File: src/logic/pdu_defines.svh
`ifndef PDU_DEFINES_SVH
`define PDU_DEFINES_SVH

// Flit data width and its byte count.
`define FLIT_W 128
`define FLIT_BYTES 16

// Width of the empty-byte count on the eop flit.
`define EMPTY_W ($clog2(`FLIT_BYTES))

// Ring of 64 slots.
`define RING_AW 6

// Largest PDU in slots, header included.
`define MAX_PDU_FLITS 9

// Header field widths.
`define TUPLE_W 96
`define PDU_LEN_W 8
`define PDU_ID_W 8

// Host address bits that still fit in the header flit.
`define HOST_HDR_W (`FLIT_W - `PDU_LEN_W - `PDU_ID_W - `TUPLE_W)

`endif

File: src/logic/pdu_pkg.sv
`include "pdu_defines.svh"

package pdu_pkg;

    typedef struct packed {
        logic [31:0] src_addr;
        logic [31:0] dst_addr;
        logic [15:0] src_port;
        logic [15:0] dst_port;
    } tuple_t;

    typedef struct packed {
        tuple_t      tuple;
        logic [31:0] host_addr;
    } meta_t;

    // One flit wide; host address holds the low bits only.
    typedef struct packed {
        logic [`PDU_LEN_W-1:0]  byte_len;
        logic [`PDU_ID_W-1:0]   pdu_id;
        tuple_t                 tuple;
        logic [`HOST_HDR_W-1:0] host_addr;
    } pdu_hdr_t;

    // Ring word. sop marks the header, eop the last data flit.
    typedef struct packed {
        logic               sop;
        logic               eop;
        logic [`FLIT_W-1:0] data;
    } flit_t;

    typedef enum logic [1:0] {
        IDLE,
        DATA,
        HEAD,
        HOLD
    } gen_state_t;

endpackage

File: src/logic/pdu_gen.sv
`timescale 1ns/1ns
`include "pdu_defines.svh"

module pdu_gen (
    input  logic                 clk,
    input  logic                 rst,
    input  logic                 in_valid,
    input  logic                 in_sop,
    input  logic                 in_eop,
    input  logic [`FLIT_W-1:0]   in_data,
    input  logic [`EMPTY_W-1:0]  in_empty,
    output logic                 in_ready,
    input  logic                 meta_valid,
    input  pdu_pkg::meta_t       meta,
    output logic                 meta_ready,
    input  logic [`RING_AW-1:0]  base_addr,
    input  logic                 base_valid,
    input  logic                 almost_full,
    output logic                 wr_en,
    output logic [`RING_AW-1:0]  wr_addr,
    output pdu_pkg::flit_t       wr_flit,
    output logic                 update_valid,
    output logic [`RING_AW-1:0]  update_size
);
    import pdu_pkg::*;

    localparam int LEN_W  = `PDU_LEN_W;
    localparam int HOST_W = `HOST_HDR_W;
    localparam logic [`RING_AW-1:0] RING_AW_ONE = `RING_AW'(1);

    gen_state_t state;

    // PDU accounting.
    logic [`RING_AW-1:0]  flit_cnt;
    logic [LEN_W-1:0]     byte_cnt;
    logic [LEN_W-1:0]     flit_len;
    logic [`PDU_ID_W-1:0] pdu_id;
    pdu_hdr_t             hdr;

    // First pipeline stage.
    logic                 s1_wr;
    logic                 s1_swap;
    logic                 s1_sop;
    logic                 s1_eop;
    logic [`RING_AW-1:0]  s1_addr;
    logic [`FLIT_W-1:0]   s1_data;
    logic [`FLIT_W-1:0]   swapped;

    assign in_ready = (state == DATA);

    // Valid bytes in the incoming flit.
    always_comb begin
        if (in_eop) begin
            flit_len = LEN_W'(`FLIT_BYTES) - LEN_W'(in_empty);
        end else begin
            flit_len = LEN_W'(`FLIT_BYTES);
        end
    end

    always_comb begin
        hdr.byte_len  = byte_cnt;
        hdr.pdu_id    = pdu_id;
        hdr.tuple     = meta.tuple;
        hdr.host_addr = HOST_W'(meta.host_addr);
    end

    // Byte 0 of the flit ends up in the top byte.
    always_comb begin
        for (int i = 0; i < `FLIT_BYTES; i++) begin
            swapped[8*i +: 8] = s1_data[`FLIT_W-8-8*i +: 8];
        end
    end

    always_ff @(posedge clk) begin
        if (rst) begin
            state        <= IDLE;
            s1_wr        <= 1'b0;
            meta_ready   <= 1'b0;
            update_valid <= 1'b0;
            pdu_id       <= '0;
        end else begin
            s1_wr        <= 1'b0;
            meta_ready   <= 1'b0;
            update_valid <= 1'b0;
            case (state)
                IDLE: begin
                    if (meta_valid && base_valid && !almost_full) begin
                        state <= DATA;
                    end
                end
                DATA: begin
                    if (in_valid) begin
                        s1_wr <= 1'b1;
                        if (in_eop) begin
                            state <= HEAD;
                        end
                    end
                end
                HEAD: begin
                    s1_wr        <= 1'b1;
                    meta_ready   <= 1'b1;
                    update_valid <= 1'b1;
                    pdu_id       <= pdu_id + 1'b1;
                    state        <= HOLD;
                end
                HOLD: begin
                    // base_valid is stale while the update is in flight.
                    if (base_valid && !update_valid) begin
                        state <= IDLE;
                    end
                end
                default: begin
                    state <= IDLE;
                end
            endcase
        end
    end

    always_ff @(posedge clk) begin
        if (state == DATA && in_valid) begin
            s1_data <= in_data;
            s1_swap <= 1'b1;
            s1_sop  <= 1'b0;
            s1_eop  <= in_eop;
            if (in_sop) begin
                s1_addr  <= base_addr + 1'b1;
                flit_cnt <= RING_AW_ONE;
                byte_cnt <= flit_len;
            end else begin
                s1_addr  <= s1_addr + 1'b1;
                flit_cnt <= flit_cnt + 1'b1;
                byte_cnt <= byte_cnt + flit_len;
            end
        end else if (state == HEAD) begin
            s1_data     <= hdr;
            s1_swap     <= 1'b0;
            s1_sop      <= 1'b1;
            s1_eop      <= 1'b0;
            s1_addr     <= base_addr;
            // One more slot for the header.
            update_size <= flit_cnt + 1'b1;
        end
    end

    always_ff @(posedge clk) begin
        if (rst) begin
            wr_en <= 1'b0;
        end else begin
            wr_en <= s1_wr;
        end
    end

    always_ff @(posedge clk) begin
        wr_addr     <= s1_addr;
        wr_flit.sop <= s1_sop;
        wr_flit.eop <= s1_eop;
        if (s1_swap) begin
            wr_flit.data <= swapped;
        end else begin
            wr_flit.data <= s1_data;
        end
    end

endmodule

File: config.mk
export PLATFORM = sky130hd
export DESIGN_NAME = pdu_gen
export DESIGN_NICKNAME = d
export VERILOG_FILES = /design/src/logic/pdu_pkg.sv /design/src/logic/pdu_gen.sv
export VERILOG_INCLUDE_DIRS = /design/src /design/src/logic
export SDC_FILE = /design/constraint.sdc
export NUM_CORES = 1
export LEC_CHECK = 0
export BUFFER_PORTS_ARGS = -buffer_cell sky130_fd_sc_hd__buf_2
export CAP_MARGIN = 5
export CORE_MARGIN = 1
export CORE_UTILIZATION = 46
export DETAILED_ROUTE_END_ITERATION = 7
export PLACE_DENSITY = 0.79
export SLEW_MARGIN = 10
export SYNTH_ARGS = -nofsm -noshare
export SYNTH_HDL_FRONTEND = slang
export SYNTH_SLANG_ARGS = --single-unit
File: constraint.sdc
create_clock -name clk -period 7.1 [get_ports clk]
set_input_delay 0.355 -clock clk [delete_from_list [all_inputs] [get_ports clk]]
set_output_delay 0.355 -clock clk [all_outputs]
set_load 0.02 [all_outputs]
# After elaboration in Yosys (flattened, before gate mapping)
# Index checks and enable logic that the tools add are counted.
[op_classes] mux=18 bitwise_logic=1 n_reduce_logical=10 eq_ne=7 n_addsub=6
[op_table] op="$mux W128" n=3
[op_table] op="$add A6 B1 Y6 const B" n=3
[op_table] op="$mux W6" n=3
[op_table] op="$mux W8" n=2
[op_table] op="$add A8 B1 Y8 const B" n=1
[op_table] op="$add A8 B8 Y8" n=1
[op_table] op="$mux W2" n=4
[op_table] op="$ne A2 B2 Y1 const B" n=4
[op_table] op="$pmux W2 S4" n=1
[op_table] op="$sub A5 B4 Y6 const A" n=1
[op_table] op="$eq A2 B2 Y1 const B" n=2
[op_table] op="$logic_and A1 B1 Y1" n=4
[op_table] op="$mux W1" n=4
[op_table] op="$reduce_and A4 Y1" n=1
[op_table] op="$eq A2 B1 Y1 const B" n=1
[op_table] op="$logic_not A1 Y1" n=2
[op_table] op="$logic_not A2 Y1" n=1
[op_table] op="$pmux W1 S2" n=1
[op_table] op="$reduce_and A2 Y1" n=1
[op_table] op="$reduce_bool A2 Y1" n=1
[op_table] op="$not A1 Y1" n=1
[word_totals] elab_cells=59 reg_bits=306 in_bits=274 out_inout_bits=146

# Depth between registers and ports, before layout
[depth] word_depth=4 depth_mapped=9 ltp_nobuf=9

# Worst setup path after synthesis
# No wires, ideal clock.
[synth_path] kind="register -> register" startpoint="register state[0]" endpoint="register s1_wr" n_path_buf=1 stages_incl_launch_ff=6 setup_slack_ns=2.225 synth_period_minus_slack_ns=4.875 arrival_time_ns=4.796 setup_time_ns=0.079 required_ns=7.021 path_cell_list="dfxtp_1 > inv_1 > ha_1 > clkbuf_1 > nand2b_1 > and3b_1"
[synth_between] elab_chain_cells=2 word_cells_on_any_way=3 cone_classes="eq/ne (2); mux (1)"
[synth_rtl] item="from (decl)" line="pdu_gen.sv:31" text="gen_state_t state;"
[synth_rtl] item="from (signal assigned)" line="pdu_gen.sv:76" text="state <= IDLE;"
[synth_rtl] item="from (signal assigned)" line="pdu_gen.sv:88" text="state <= DATA;"
[synth_rtl] item="from (signal assigned)" line="pdu_gen.sv:95" text="state <= HEAD;"
[synth_rtl] item="$eq A2 B2 Y1 / $eq A2 B1 Y1 (equally long branches)" line="pdu_gen.sv:85" text="case (state)"
[synth_rtl] item="$pmux W1 S2 *" line="pdu_gen.sv:85"
[synth_rtl] item="to (signal assigned)" line="pdu_gen.sv:82" text="s1_wr <= 1'b0;"
[synth_rtl] item="to (signal assigned)" line="pdu_gen.sv:93" text="s1_wr <= 1'b1;"
[synth_rtl] item="to (signal assigned)" line="pdu_gen.sv:100" text="s1_wr <= 1'b1;"
[synth_rtl] item="to (decl)" line="pdu_gen.sv:41" text="logic s1_wr;"
# Mark *: on every way between the ends. The rest lies on a longest branch, timed or not.
# A chain may end at the register's enable or synchronous reset.

# Worst setup path in the final report
[layout_path] startpoint="register state[0]" endpoint="register s1_data[37] (enable)"
[layout_between] elab_chain_cells=3 word_cells_on_any_way=4 cone_classes="eq/ne (2); reduce/logical (2)"
[layout_rtl] item="$eq A2 B1 Y1" line="pdu_gen.sv:120" text="if (state == DATA && in_valid) begin"
[layout_rtl] item="$logic_and A1 B1 Y1" line="pdu_gen.sv:120"
[layout_rtl] item="$reduce_bool A2 Y1 (no source line) *"
[layout_rtl] item="to (signal assigned)" line="pdu_gen.sv:121" text="s1_data <= in_data;"
[layout_rtl] item="to (signal assigned)" line="pdu_gen.sv:135" text="s1_data <= hdr;"
[layout_rtl] item="to (decl)" line="pdu_gen.sv:46" text="logic [`FLIT_W-1:0] s1_data;"
# Marks and branches as above.

==> run metrics <==
vias in the first global route approximately 8100; EDFF count, synth between 150 and 200; Worst path top cell family by delay buffers and inverters; worst path arrival time 3440 ps; # IOs 420; leading cell type in the layout, fill and taps excluded buf_2; Die X around 160 µm; warnings from Yosys 0; Longest Clk Path Bufs 3; Root Driver clkbuf_16; sequential share of the synthesized area 64.7%; non-filler cells in the finished layout 1784; Cell Pwr Density 429 nW/µm²; CTS tree done; initial DRC count 507; Crit Path Category reg2reg; worst r2r path cells 4; die area 26500 µm²; Setup Skew 13.3 ps; routed len/inst 15.8 µm; Post-CTS Resized 0; total gr overflow 0; Pleak 0.00694 µW; max-cap violations 0; Hold Path Stages 3; Worst setup EP type flip-flop; cell area after synthesis 11900 µm²; post-route cell area 15200 µm²; drt pass-1 iters 5; Post CTS Setup Buffer Count 0; commonest cells after routing, fill and taps aside 403 x buf_2, 400 x nand2_1, 155 x edfxtp_1, 150 x dfxtp_1, 132 x mux2_2; FF+latch count, synth 306; CTS Hold Bufs 0; Slew HR 30.5%; drt via density 4.86; status finished clean; num rows 58; core footprint 25300 µm²; clock latency at the later pin of the worst-skew pair 550 ps; CP max stage delay 910 ps; Starting Density a little under half; syn_nets ~1300; final setup fails 0; layout cells sized above 1 41.3%; Hold Crit Class in2reg; CP Buf/Inv Count 2; syn_area_per_cell roughly 12 µm²; placed cells 1721; TritonCTS Sinks between 300 and 400; post-synth cell types 46; vias just under 9000; Total GRT Usage 20.2%; fillers 2070; Achievable Freq 0.306 GHz; CP max FO 72; port bufs 403; RSZ-0062 raised after global routing no; Slowest-stage cell, CP nand2b_4; Worst path depth 4; Nets 1713; final hold vios 0; Least-Margin Pin Slew 1040 ps; largest net degree at the start of global routing 92; CTS Buf Count 31; Final Max Slew Viols 0; first-pass GRT wire length 41.5 mm; initial antenna violation count 5; type of origin of the critical path flip-flop; die height 163 µm; Layout area overhead 27.9%; synthesized instance count 1032; Post-synth top flop edfxtp_1; Worst EP required 7270 ps; RePlAce Congestion 0.810; # DRC 0; antenna viol nets, final 0; CTS clk-pin slew, worst paths 70 ps; Placed Area 14100 µm²; worst-path cell chain inv_1 > ha_1 > nand2b_4 > buf_4; Setup TNS 0 ps; crit share post-route between 40% and 50%; share of flip-flops with an asynchronous set or reset 0%; Total Wirelength roughly 28 mm; hpwl dp 20.0 mm; CTS H-tree lvls 1; Max VDD drop ~0.30 mV; fin crit period between 3000 and 4000 ps
## metal layers
| metal | vias to the layer above | wire length [µm] | track usage (%) |
|---|---|---|---|
| met3 | 62 | 2020 | 4.91 |
| met1 | 3985 | 11300 | 23.7 |
| met5 | - | 8 | 0 |
| met4 | 2 | 979 | 8.41 |
| met2 | 342 | 13900 | 35.5 |
| li1 | 4275 | - | - |
## Yosys cell counts (2+ instances only)
cell type	instances	share of area, %
nand2_1	401	13
o211ai_1	2	0.13
buf_2	26	1.1
ha_1	14	1.5
inv_1	15	0.47
clkbuf_1	15	0.47
nand3_1	6	0.25
mux2i_1	4	0.34
and2_1	4	0.21
and3_1	2	0.11
mux2_2	132	13
dfxtp_1	151	25
xor2_1	8	0.59
nor2b_1	5	0.26
a211o_1	2	0.15
nor3_1	2	0.084
o31ai_1	2	0.13
a21oi_1	12	0.51
o21a_1	2	0.13
nand4b_1	2	0.15
edfxtp_1	155	39
or3_1	2	0.11
nand4_1	6	0.32
nor2_1	17	0.54
o21ai_0	9	0.38
xnor2_1	8	0.59
buf_1	6	0.19
and2_2	2	0.13
o22ai_1	3	0.16
## through the flow
step           util [%]  power (µW)  setup WS, ps  hold slack [ps]
2_1_floorplan         -        4210          2230              323
3_3_place_gp       56.0        4870          3890              325
4_1_cts            60.1        6580          3790             31.8
5_1_grt            60.1        6830          3590             43.7
6_report           60.1        6510          3840             58.3
3_5_place_dp       56.0        4950          3790              334
## area by class of cell
class | instances | area [µm²] | area share, %
flip-flops and latches | 306 | 7680 | 50.6
multi-input cells | 662 | 3940 | 25.9
repair buffers | 407 | 2050 | 13.5
clock buffers | 44 | 896 | 5.90
well taps | 330 | 413 | 2.72
clock inverters | 14 | 136 | 0.898
inverters | 16 | 62.6 | 0.412
diodes | 5 | 12.5 | 0.0824
## state kept, by name, indices dropped and copies added (netlist names)
name          cells
state             2
s1_wr             1
s1_addr           6
wr_en             1
s1_sop            1
s1_eop            1
pdu_id            8
update_size       6
s1_swap           1
flit_cnt          6
wr_flit         130
s1_data         128
byte_cnt          8
update_valid      1
wr_addr           6
## worst reg2reg max path, cell delays in order, from the launching register on
cell	delay, ps
dfxtp_1	350
inv_1	120
ha_1	630
nand2b_4	910
buf_4	810
## where the power goes
part / switching, µW / internal (µW) / total, µW
registers: 245 / 2600 / 2840
logic: 1290 / 759 / 2050
clock network: 661 / 954 / 1610
total: 2200 / 4310 / 6510
## cell families after synthesis
group                      Yosys count  synth area share (%)
AOI/OAI and AO/OA                   40                  2.15
xor gates and xnor gates            16                  1.18
adders and majority gates           15                  1.64
buffers and inverters               64                  2.33
DFF                                306                  64.7
muxes                              136                  12.9
and+or+nand+nor                    455                  15.2
## path summary, 6_finish.rpt
kind | from | endpoint | slack (ps)
setup / recovery | state[0] | s1_data[37] | 3840
hold / removal | in_data[80] | s1_data[80] | 60
setup reg to reg | state[0] | s1_data[37] | 3840
hold reg to reg | s1_eop | wr_flit[128] | 350
(Power assumes the default switching activity.)
