## src/logic/pdu_defines.svh

```systemverilog
`ifndef PDU_DEFINES_SVH
`define PDU_DEFINES_SVH

// Flit data width and its byte count.
`define FLIT_W 128
`define FLIT_BYTES 16

// Width of the empty-byte count on the eop flit.
`define EMPTY_W ($clog2(`FLIT_BYTES))

// Ring of 64 slots.
`define RING_AW 6

// Largest PDU in slots, header included.
`define MAX_PDU_FLITS 9

// Header field widths.
`define TUPLE_W 96
`define PDU_LEN_W 8
`define PDU_ID_W 8

// Host address bits that still fit in the header flit.
`define HOST_HDR_W (`FLIT_W - `PDU_LEN_W - `PDU_ID_W - `TUPLE_W)

`endif

```

## src/logic/ring_ctrl.sv

```systemverilog
`timescale 1ns/1ns
`include "pdu_defines.svh"

module ring_ctrl (
    input  logic                clk,
    input  logic                rst,
    input  logic                update_valid,
    input  logic [`RING_AW-1:0] update_size,
    output logic [`RING_AW-1:0] base_addr,
    output logic                base_valid,
    output logic                almost_full,
    input  logic                free_req,
    input  logic [`RING_AW:0]   free_count,
    output logic                free_ack
);

    localparam int CNT_W = `RING_AW + 1;
    localparam int DEPTH = 1 << `RING_AW;

    logic [`RING_AW-1:0] tail;
    logic [CNT_W-1:0]    free_slots;
    logic [CNT_W-1:0]    free_next;
    logic                free_take;

    assign base_addr = tail;

    // New request only once the previous ack is gone.
    assign free_take = free_req && !free_ack;

    // Update and free may land on the same cycle.
    always_comb begin
        free_next = free_slots;
        if (update_valid) begin
            free_next = free_next - {1'b0, update_size};
        end
        if (free_take) begin
            free_next = free_next + free_count;
        end
    end

    always_ff @(posedge clk) begin
        if (rst) begin
            tail        <= '0;
            free_slots  <= CNT_W'(DEPTH);
            base_valid  <= 1'b0;
            almost_full <= 1'b0;
        end else begin
            free_slots  <= free_next;
            almost_full <= (free_next < CNT_W'(`MAX_PDU_FLITS));
            if (update_valid) begin
                tail       <= tail + update_size;
                base_valid <= 1'b0;
            end else begin
                base_valid <= 1'b1;
            end
        end
    end

    // Four-phase free exchange.
    always_ff @(posedge clk) begin
        if (rst) begin
            free_ack <= 1'b0;
        end else if (free_take) begin
            free_ack <= 1'b1;
        end else if (!free_req) begin
            free_ack <= 1'b0;
        end
    end

endmodule

```

## config.mk

```make
export PLATFORM = sky130hd
export DESIGN_NAME = ring_ctrl
export DESIGN_NICKNAME = d
export VERILOG_FILES = /design/src/logic/ring_ctrl.sv
export VERILOG_INCLUDE_DIRS = /design/src /design/src/logic
export SDC_FILE = /design/constraint.sdc
export NUM_CORES = 1
export LEC_CHECK = 0
export BUFFER_PORTS_ARGS = -buffer_cell sky130_fd_sc_hd__buf_2
export CAP_MARGIN = 40
export CELL_PAD_IN_SITES_DETAIL_PLACEMENT = 0
export CELL_PAD_IN_SITES_GLOBAL_PLACEMENT = 1
export CORE_MARGIN = 2
export CORE_UTILIZATION = 47
export CTS_BUF_LIST = sky130_fd_sc_hd__clkbuf_4 sky130_fd_sc_hd__clkbuf_8
export CTS_CLUSTER_DIAMETER = 100
export DETAILED_ROUTE_END_ITERATION = 10
export GPL_TIMING_DRIVEN = 0
export PLACE_DENSITY = 0.87
export SYNTH_ARGS = -nofsm -noshare
export SYNTH_HDL_FRONTEND = slang
export SYNTH_SLANG_ARGS = --single-unit
```

## constraint.sdc

```tcl
create_clock -name clk -period 5 [get_ports clk]
set_input_delay 1 -clock clk [delete_from_list [all_inputs] [get_ports clk]]
set_output_delay 1 -clock clk [all_outputs]
set_load 0.05 [all_outputs]
```

Yosys cells after proc, flatten, opt, wreduce, memory -nomap -nowiden
Cells that the tools add are included.

operators by class
  $add $sub $neg = 3
  $lt $le $gt $ge = 1
  equality and inequality tests = 1
  mux-type cells = 5
  reduce and logical (&&, ||, !) cells = 2

operators by type and width
  cell                                                                  count
  7-bit two-way mux                                                     2
  7-bit adder                                                           1
  7-bit by 4-bit < comparator with 1-bit output, second input constant  1
  7-bit by 6-bit subtractor with 7-bit output                           1
  6-bit adder                                                           1
  1-bit two-way mux                                                     3
  2-bit by 1-bit != test with 1-bit output, second input constant       1
  1-bit logical AND                                                     1
  1-bit zero test                                                       1

storage, ports and cells
  bits in registers = 16
  output and inout port bits = 9
  word-level logic and storage cells = 17

Logic depth before layout (Yosys ltp)
Gate-level depths: netlist of run 1.

  depth after elaboration = 5
  gate-level depth with buffers = 14
  gate-level depth less buffers = 14

Worst setup path before layout of run 1
No wires, ideal clock.

  kind = input-to-reg
  from = input port update_size[0]
  to = register almost_full
  arrival = 3.549 ns
  required time = 4.913 ns
  setup slack = 1.364 ns
  stages on the path = 11
  cells stage by stage = ha_1 -> fa_1 -> xnor2_1 -> mux2_2 -> ha_1 -> a211oi_1 -> nor2_1 -> mux2i_1 -> and4_1 -> or3_4 -> nor4b_2

between the ends
  longest elaborated chain between the ends = 5

ends and longest elaborated chain
  what                                             RTL line         text
  start, declared                                  ring_ctrl.sv:8   input logic [`RING_AW-1:0] update_size,
  7-bit by 6-bit subtractor with 7-bit output *    ring_ctrl.sv:34  free_next = free_next - {1'b0, update_size};
  7-bit two-way mux *                              ring_ctrl.sv:33  if (update_valid) begin
  7-bit adder                                      ring_ctrl.sv:37  free_next = free_next + free_count;
  7-bit two-way mux *                              ring_ctrl.sv:36  if (free_take) begin
  7-bit by 4-bit < comparator with 1-bit output *  ring_ctrl.sv:49  almost_full <= (free_next < CNT_W'(`MAX_PDU_FLITS));
  end signal, assigned                             ring_ctrl.sv:49
  end, declared                                    ring_ctrl.sv:11  output logic almost_full,

Every way passes the cells marked *; elsewhere a longest branch is shown, timed or not.
A chain may end at the register's enable or synchronous reset.

Worst setup path in the final report of run 1
  from = input port update_size[1]
  to = register almost_full

Same word-level chain as after synthesis.

==> reports/results.ini, run 1 <==
[layout]
area_growth_syn_to_layout_pct = 13.0
num-fill-cells = 292
layout_common_cells = 27 x buf_2, 17 x ha_1, 16 x dfxtp_1
diodes = 0
final_nets = 234
layout.cells.non_filler = 228
layout_commonest_cell = buf_2
fin_util = 0.547
drive_gt1_frac = 0.205
fin_area_mm2 = 0.00164

[power_and_ir_drop]
powerDensity_mw_per_mm2 = 357
p_clk_frac = 0.122
p_leak_nw = 0.804
ir_drop_mv = 0.129
p_sw_frac = 0.437
seq_power_share = 0.286
p_sw_uw = 256
combinationalPowerShare = 0.592
p_total_uw = 586
p_int_uw = 330

[logic_synthesis]
synth_top_area_frac = 0.220
syn_avg_cell_area_um2 = 8.70
ys.flop_type = dfxtp_1
syn_inst = 167
yosysWarnings = 0
synthTopCellsByArea = dfxtp_1 22%, ha_1 15%, xnor2_1 4.2%
syn-num-nets = 204
ys_ff_latch = 16
synth.distinct_cells = 45
syn-cell-area_mm2 = 0.00145
ys_async_sr_fraction = 0
seq_area_frac_synth = 0.220
synth_edf_count = 0
synth_top_cell_by_area = dfxtp_1

[setup_path]
path_max_fanout = 4
r2r_slack_ps = 1790
r2r_end = almost_full
ff2ff_path_depth = 14
r2r_start = free_slots[0]
critPathArrivalTime_ps = 3980
crit_path_end_kind = flip-flop
worstPathRequired_ps = 5210
crit_type = primary input to flip-flop
crit_path_start_kind = primary input

[sta]
fin_crit_ps = 3760
final_hold_viol_count = 0
worst_pin_slew_ps = 588
setup_tns_ps = 0
fmax_mhz = 266
relSlewSlack = 0.608
fin_crit_sh = 0.753
drv_slew = 0
rsz0062_at_grt = no
final.setup.worst_slack_ps = 1240
fin_skew_ps = 2.71
setup_viol = 0
timing.hold.ws_ps = 533

[cts]
clockRootBuffer = clkbuf_4
cts_resized = 0
post_cts_buffers = 0
hold_buffers = 0
numCtsBuffers = 3
clk_latency_ps = 290
cts_sinks = 16
htree_levels = 1
cts_tree = built
clkSlewWorstSetupHoldPaths_ps = 90
cts_max_path_buffers = 2

[min_path]
worstHoldPathCells = 2
holdCritPathClass = flip-flop to flip-flop
hp-start = base_addr[5]
min_to = base_addr[5]

[place]
port_buffers = 25
pre_cts_ws_ps = 957
dp_cells = 225
place_area_mm2 = 0.00162
gp_congestion = 0.816
dp_hpwl_mm = 2.62

[route]
num_vias = 1263
antenna_left = 0
wl_mm = 3.17
drt_first_iter_violations = 65
vias_per_cell = 5.54
detail_route.drc_violations = 0
first_pass_iters = 4
wl_per_cell_um = 13.9

[floorplanning]
initial_utilization = 0.484
die_w_um = 59.6
core_area_mm2 = 0.00300
rows = 20
die_area_mm2 = 0.00355
die_height_um = 59.6
pin_count = 26

[global_routing]
first_global_vias = 1318
grt_pass1_wl_mm = 5.59
grtUsageTotal = 0.207
grt_max_degree = 11
grt-ovfl-total = 0
antenna_found_initial = 0

[flow_run]
max_cap_violations = 0

[outcome]
status = completed

==> area by class of cell <==
class	instances	area (um^2)	share of cell area
multi-input combinational	131	1050	0.638
sequential	16	320	0.195
inverter	15	56.3	0.0343
clock buffer	3	22.5	0.0137
buffer	5	28.8	0.0175
tap	33	41.3	0.0252
timing repair buffer	25	125	0.0762
==> cell usage after synthesis, types with 2 or more instances <==
library cell,n
ha_1,17
dfxtp_1,16
inv_1,15
nor2_1,15
a21oi_1,7
nand2_1,7
o21ai_0,7
xnor2_1,7
mux2i_1,6
nor2b_1,6
a211oi_1,5
nor3_1,5
o21a_1,4
a21o_1,3
fa_1,3
mux2_2,3
a211o_1,2
and2_1,2
and4_1,2
buf_2,2
clkbuf_1,2
nand2b_1,2
nand3_1,2
nand4b_1,2
o311ai_1,2
o31a_1,2
o31ai_1,2
or3_1,2
==> power by group through the flow <==
stage	Combinational [mW]	Sequential (mW)	Clock (mW)
final	0.347	0.168	0.0718
after CTS	0.348	0.167	0.0724
after detailed placement	0.346	0.170	0
after floorplan	0.243	0.200	0
after global placement	0.330	0.168	0
after global routing	0.388	0.170	0.0791
==> critical path: stages <==
cell	delay, ps
buf_2	120
inv_1	80
ha_1	280
nor2b_1	150
o2111ai_1	220
nand4b_1	140
xor2_1	180
mux2_2	280
ha_1	270
inv_1	70
nor3_1	260
mux2i_1	140
and4_1	160
or3_4	360
nor4b_2	240
==> how the worst max path moves through the flow <==
stage | slack [ps] | to | from | cells after the start
6_report | 1240 | almost_full | update_size[1] | 15
5_1_grt | 1010 | almost_full | update_size[1] | 15
4_1_cts | 1240 | almost_full | update_size[1] | 15
3_5_place_dp | 960 | almost_full | update_size[1] | 15
3_3_place_gp | 1040 | almost_full | update_size[1] | 15
2_1_floorplan | 1360 | almost_full | update_size[0] | 11
==> kinds of logic after synthesis <==
| logic type | after synthesis | share of synthesized area |
|---|---|---|
| adders and majority gates | 20 | 0.188 |
| AOI/OAI and AO/OA | 40 | 0.196 |
| buffers and inverters | 20 | 0.0586 |
| and+or+nand+nor | 54 | 0.225 |
| xor gates and xnor gates | 8 | 0.0482 |
| DFF | 16 | 0.221 |
| muxes | 9 | 0.0646 |
==> sequential cells by signal, indices dropped and copies added, names as in the netlist <==
signal / count
base_addr: 6
free_ack: 1
base_valid: 1
almost_full: 1
free_slots: 7
==> routing by layer <==
layer | vias to the layer above | wire length (um) | track usage
li1 | 660 | - | -
met1 | 571 | 1400 | 0.247
met2 | 27 | 1620 | 0.374
met3 | 5 | 99 | 0.0328
met5 | - | 0 | 0
met4 | 0 | 55 | 0.0730
Note: power is estimated with default switching activity, not from simulation.
==> run 2, diff against run 1 <==
--- a/config.mk
+++ b/config.mk
@@ -11,12 +11,12 @@
 export CELL_PAD_IN_SITES_DETAIL_PLACEMENT = 0
 export CELL_PAD_IN_SITES_GLOBAL_PLACEMENT = 1
 export CORE_MARGIN = 2
-export CORE_UTILIZATION = 47
+export CORE_UTILIZATION = 39
 export CTS_BUF_LIST = sky130_fd_sc_hd__clkbuf_4 sky130_fd_sc_hd__clkbuf_8
 export CTS_CLUSTER_DIAMETER = 100
 export DETAILED_ROUTE_END_ITERATION = 10
 export GPL_TIMING_DRIVEN = 0
-export PLACE_DENSITY = 0.87
+export PLACE_DENSITY = 0.77
 export SYNTH_ARGS = -nofsm -noshare
 export SYNTH_HDL_FRONTEND = slang
 export SYNTH_SLANG_ARGS = --single-unit
==> constraint.sdc (replaced) <==
create_clock -name clk -period 3.25 [get_ports clk]
set_input_delay 0.65 -clock clk [delete_from_list [all_inputs] [get_ports clk]]
set_output_delay 0.65 -clock clk [all_outputs]
set_load 0.05 [all_outputs]
==> run 2 against run 1 <==
Net effect:
- die area rose by 19%
- cell count grew 7.5%
- register-to-register slack worse by 1600 ps
- clock skew decreased by 1.0 ps
- global-route usage fell by 3.3 points
- routed wire length grew 8.3%
- combinational power rose by 78%
- clock power is 110% higher
- non-clock buffer count increased by 2
- critical endpoint unchanged
- largest power group unchanged
==> reports/results.ini, run 2 (synthesis gave the netlist of run 1 again) <==
[outcome]
status = completed

[cts]
clk_latency_ps = 250  ; -40 ps
clkSlewWorstSetupHoldPaths_ps = 60  ; -30 ps
cts_max_path_buffers = 2  ; unchanged
numCtsBuffers = 3  ; unchanged
clockRootBuffer = clkbuf_8
cts_tree = built
htree_levels = 1  ; unchanged
hold_buffers = 0  ; unchanged
cts_sinks = 16  ; unchanged

[layout]
layout_common_cells = 26 x buf_2, 16 x dfxtp_1, 14 x nor2_1
final_nets = 236  ; +0.85%
layout_commonest_cell = buf_2
largest_reg_flops = 7  ; unchanged
area_growth_syn_to_layout_pct = 24.6
largest_register = free_slots
fin_util = 0.498  ; -0.0484
diodes = 0  ; unchanged
drive_gt1_frac = 0.294  ; +0.0893

[power_and_ir_drop]
p_sw_uw = 434  ; +69%
p_int_uw = 591  ; +79%
combinationalPowerShare = 0.600  ; +0.008
ir_drop_mv = 0.256  ; +99%
powerDensity_mw_per_mm2 = 567  ; +59%
p_clk_frac = 0.148  ; +0.026
seq_power_share = 0.252  ; -0.034
p_leak_nw = 0.841  ; +4.6%
p_sw_frac = 0.423  ; -0.0138

[setup_path]
ff2ff_path_depth = 14  ; unchanged
worstPathRequired_ps = 3420  ; -1790 ps
r2r_start = free_slots[0]
path_max_fanout = 3  ; -1
r2r_end = almost_full
critPathArrivalTime_ps = 3390  ; -590 ps
cp_slowest_cell = or3_4
crit_type = primary input to flip-flop
crit_path_start_kind = primary input
crit_family = simple AND/OR/NAND/NOR gates
crit_path_end_kind = flip-flop
r2r_slack_ps = 180  ; -1610 ps
critical_path_buf_inv_count = 1  ; -2
path_cells = buf_2 -> ha_4 -> fa_2 -> nor2b_4 -> o21a_1 -> nor3_1 -> o31ai_2 -> ha_1 -> o21ai_2 -> nor2_2 -> mux2i_1 -> a31oi_1 -> or3_4 -> nor4b_4
slowest_delay_ps = 400  ; +40 ps

[flow_run]
max_cap_violations = 0  ; unchanged

[min_path]
holdCritPathClass = flip-flop to flip-flop
min_to = base_addr[0]
worstHoldPathCells = 2  ; unchanged
hp-start = base_addr[0]

[route]
num_vias = 1293  ; +2.4%
vias_per_cell = 5.28  ; -4.7%
wl_mm = 3.43  ; +8.3%
first_pass_iters = 4  ; unchanged
detail_route.drc_violations = 0  ; unchanged
antenna_left = 0  ; unchanged
drt_first_iter_violations = 47  ; -28%
wl_per_cell_um = 14.0  ; +0.76%

[floorplanning]
core_area_mm2 = 0.00363  ; +21%
rows = 22  ; +10%
die_height_um = 65.0  ; +9.1%
initial_utilization = 0.400  ; -0.0840
die_w_um = 65.0  ; +9.1%
die_area_mm2 = 0.00423  ; +19%
pin_count = 26  ; unchanged

[place]
port_buffers = 25  ; unchanged
dp_hpwl_mm = 2.68  ; +2.0%
gp_congestion = 0.715  ; -12%

[global_routing]
grt-ovfl-total = 0  ; unchanged
first_global_vias = 1282  ; -2.7%
antenna_found_initial = 0  ; unchanged
grt_pass1_wl_mm = 5.66  ; +1.3%
grt_max_degree = 11  ; unchanged
grtUsageTotal = 0.175  ; -0.0328

[sta]
final_hold_viol_count = 0  ; unchanged
setup_viol = 0  ; unchanged
fin_crit_sh = 0.989
fin_crit_ps = 3220
rsz0062_at_grt = yes
fin_skew_ps = 1.66  ; -1.05 ps
timing.hold.ws_ps = 524  ; -9.26 ps
worst_pin_slew_ps = 664  ; +76.2 ps
relSlewSlack = 0.557  ; -0.0508
fmax_mhz = 311
drv_slew = 0  ; unchanged

==> run 2: cell types whose count changed in the layout (fill, tap and decap cells not counted), sizes merged <==
cell / before / now
buf: 28 / 30
==> run 2: area by class of cell <==
type	instances	area, um^2
plain buffers	5	28.8
clock buffers	3	41.3
fillers	376	1820
inverters	15	56.3
multi-input cells	131	1160
flip-flops and latches	16	320
well taps	48	60.1
repair buffers	27	143
==> run 2: metal layers <==
layer	share of wire	wire, um	GRT usage
met5	0	0	0
met4	0.028	96	0.0885
met3	0.038	130	0.0226
met2	0.51	1740	0.327
met1	0.43	1460	0.190
==> run 2: worst max-delay path by stage <==
| stage | startpoint | end | slack (ps) | depth (start not counted) |
|---|---|---|---|---|
| floorplan | update_size[1] | almost_full | 5 | 14 |
| global placement | update_size[1] | almost_full | -350 | 15 |
| detailed placement | update_size[1] | almost_full | -470 | 15 |
| CTS | update_size[0] | almost_full | 8 | 14 |
| global route | update_size[1] | almost_full | -130 | 15 |
| finish | update_size[0] | almost_full | 30 | 14 |
==> run 2: through the flow <==
step	TNS, ps	setup slack (ps)	power, mW	area [um^2]	cells
2_1_floorplan	0	5.50	0.684	1460	167
3_3_place_gp	-588	-346	0.770	1650	240
3_5_place_dp	-891	-470	0.796	1650	240
4_1_cts	0	8.48	1.02	1800	245
5_1_grt	-127	-127	1.10	1810	245
6_report	0	34.7	1.03	1810	245
==> run 2: tightest hold or removal path, delay by kind of cell (launching register included) <==
family	cells	cell delay, ps
DFF	1	350
and+or+nand+nor	1	70
muxes	1	70
==> run 2: timing repair <==
item,in CTS,in global routing
buffers inserted,2,0
gates resized for setup,18,3
pin swaps,13,4
endpoints found under the setup margin,1,1
==> run 2: power groups by stage <==
stage | sequential, mW | clock (mW) | combinational, mW
floorplan | 0.308 | 0 | 0.376
global placement | 0.259 | 0 | 0.511
detailed placement | 0.261 | 0 | 0.534
CTS | 0.258 | 0.156 | 0.606
global route | 0.262 | 0.161 | 0.675
finish | 0.258 | 0.152 | 0.616
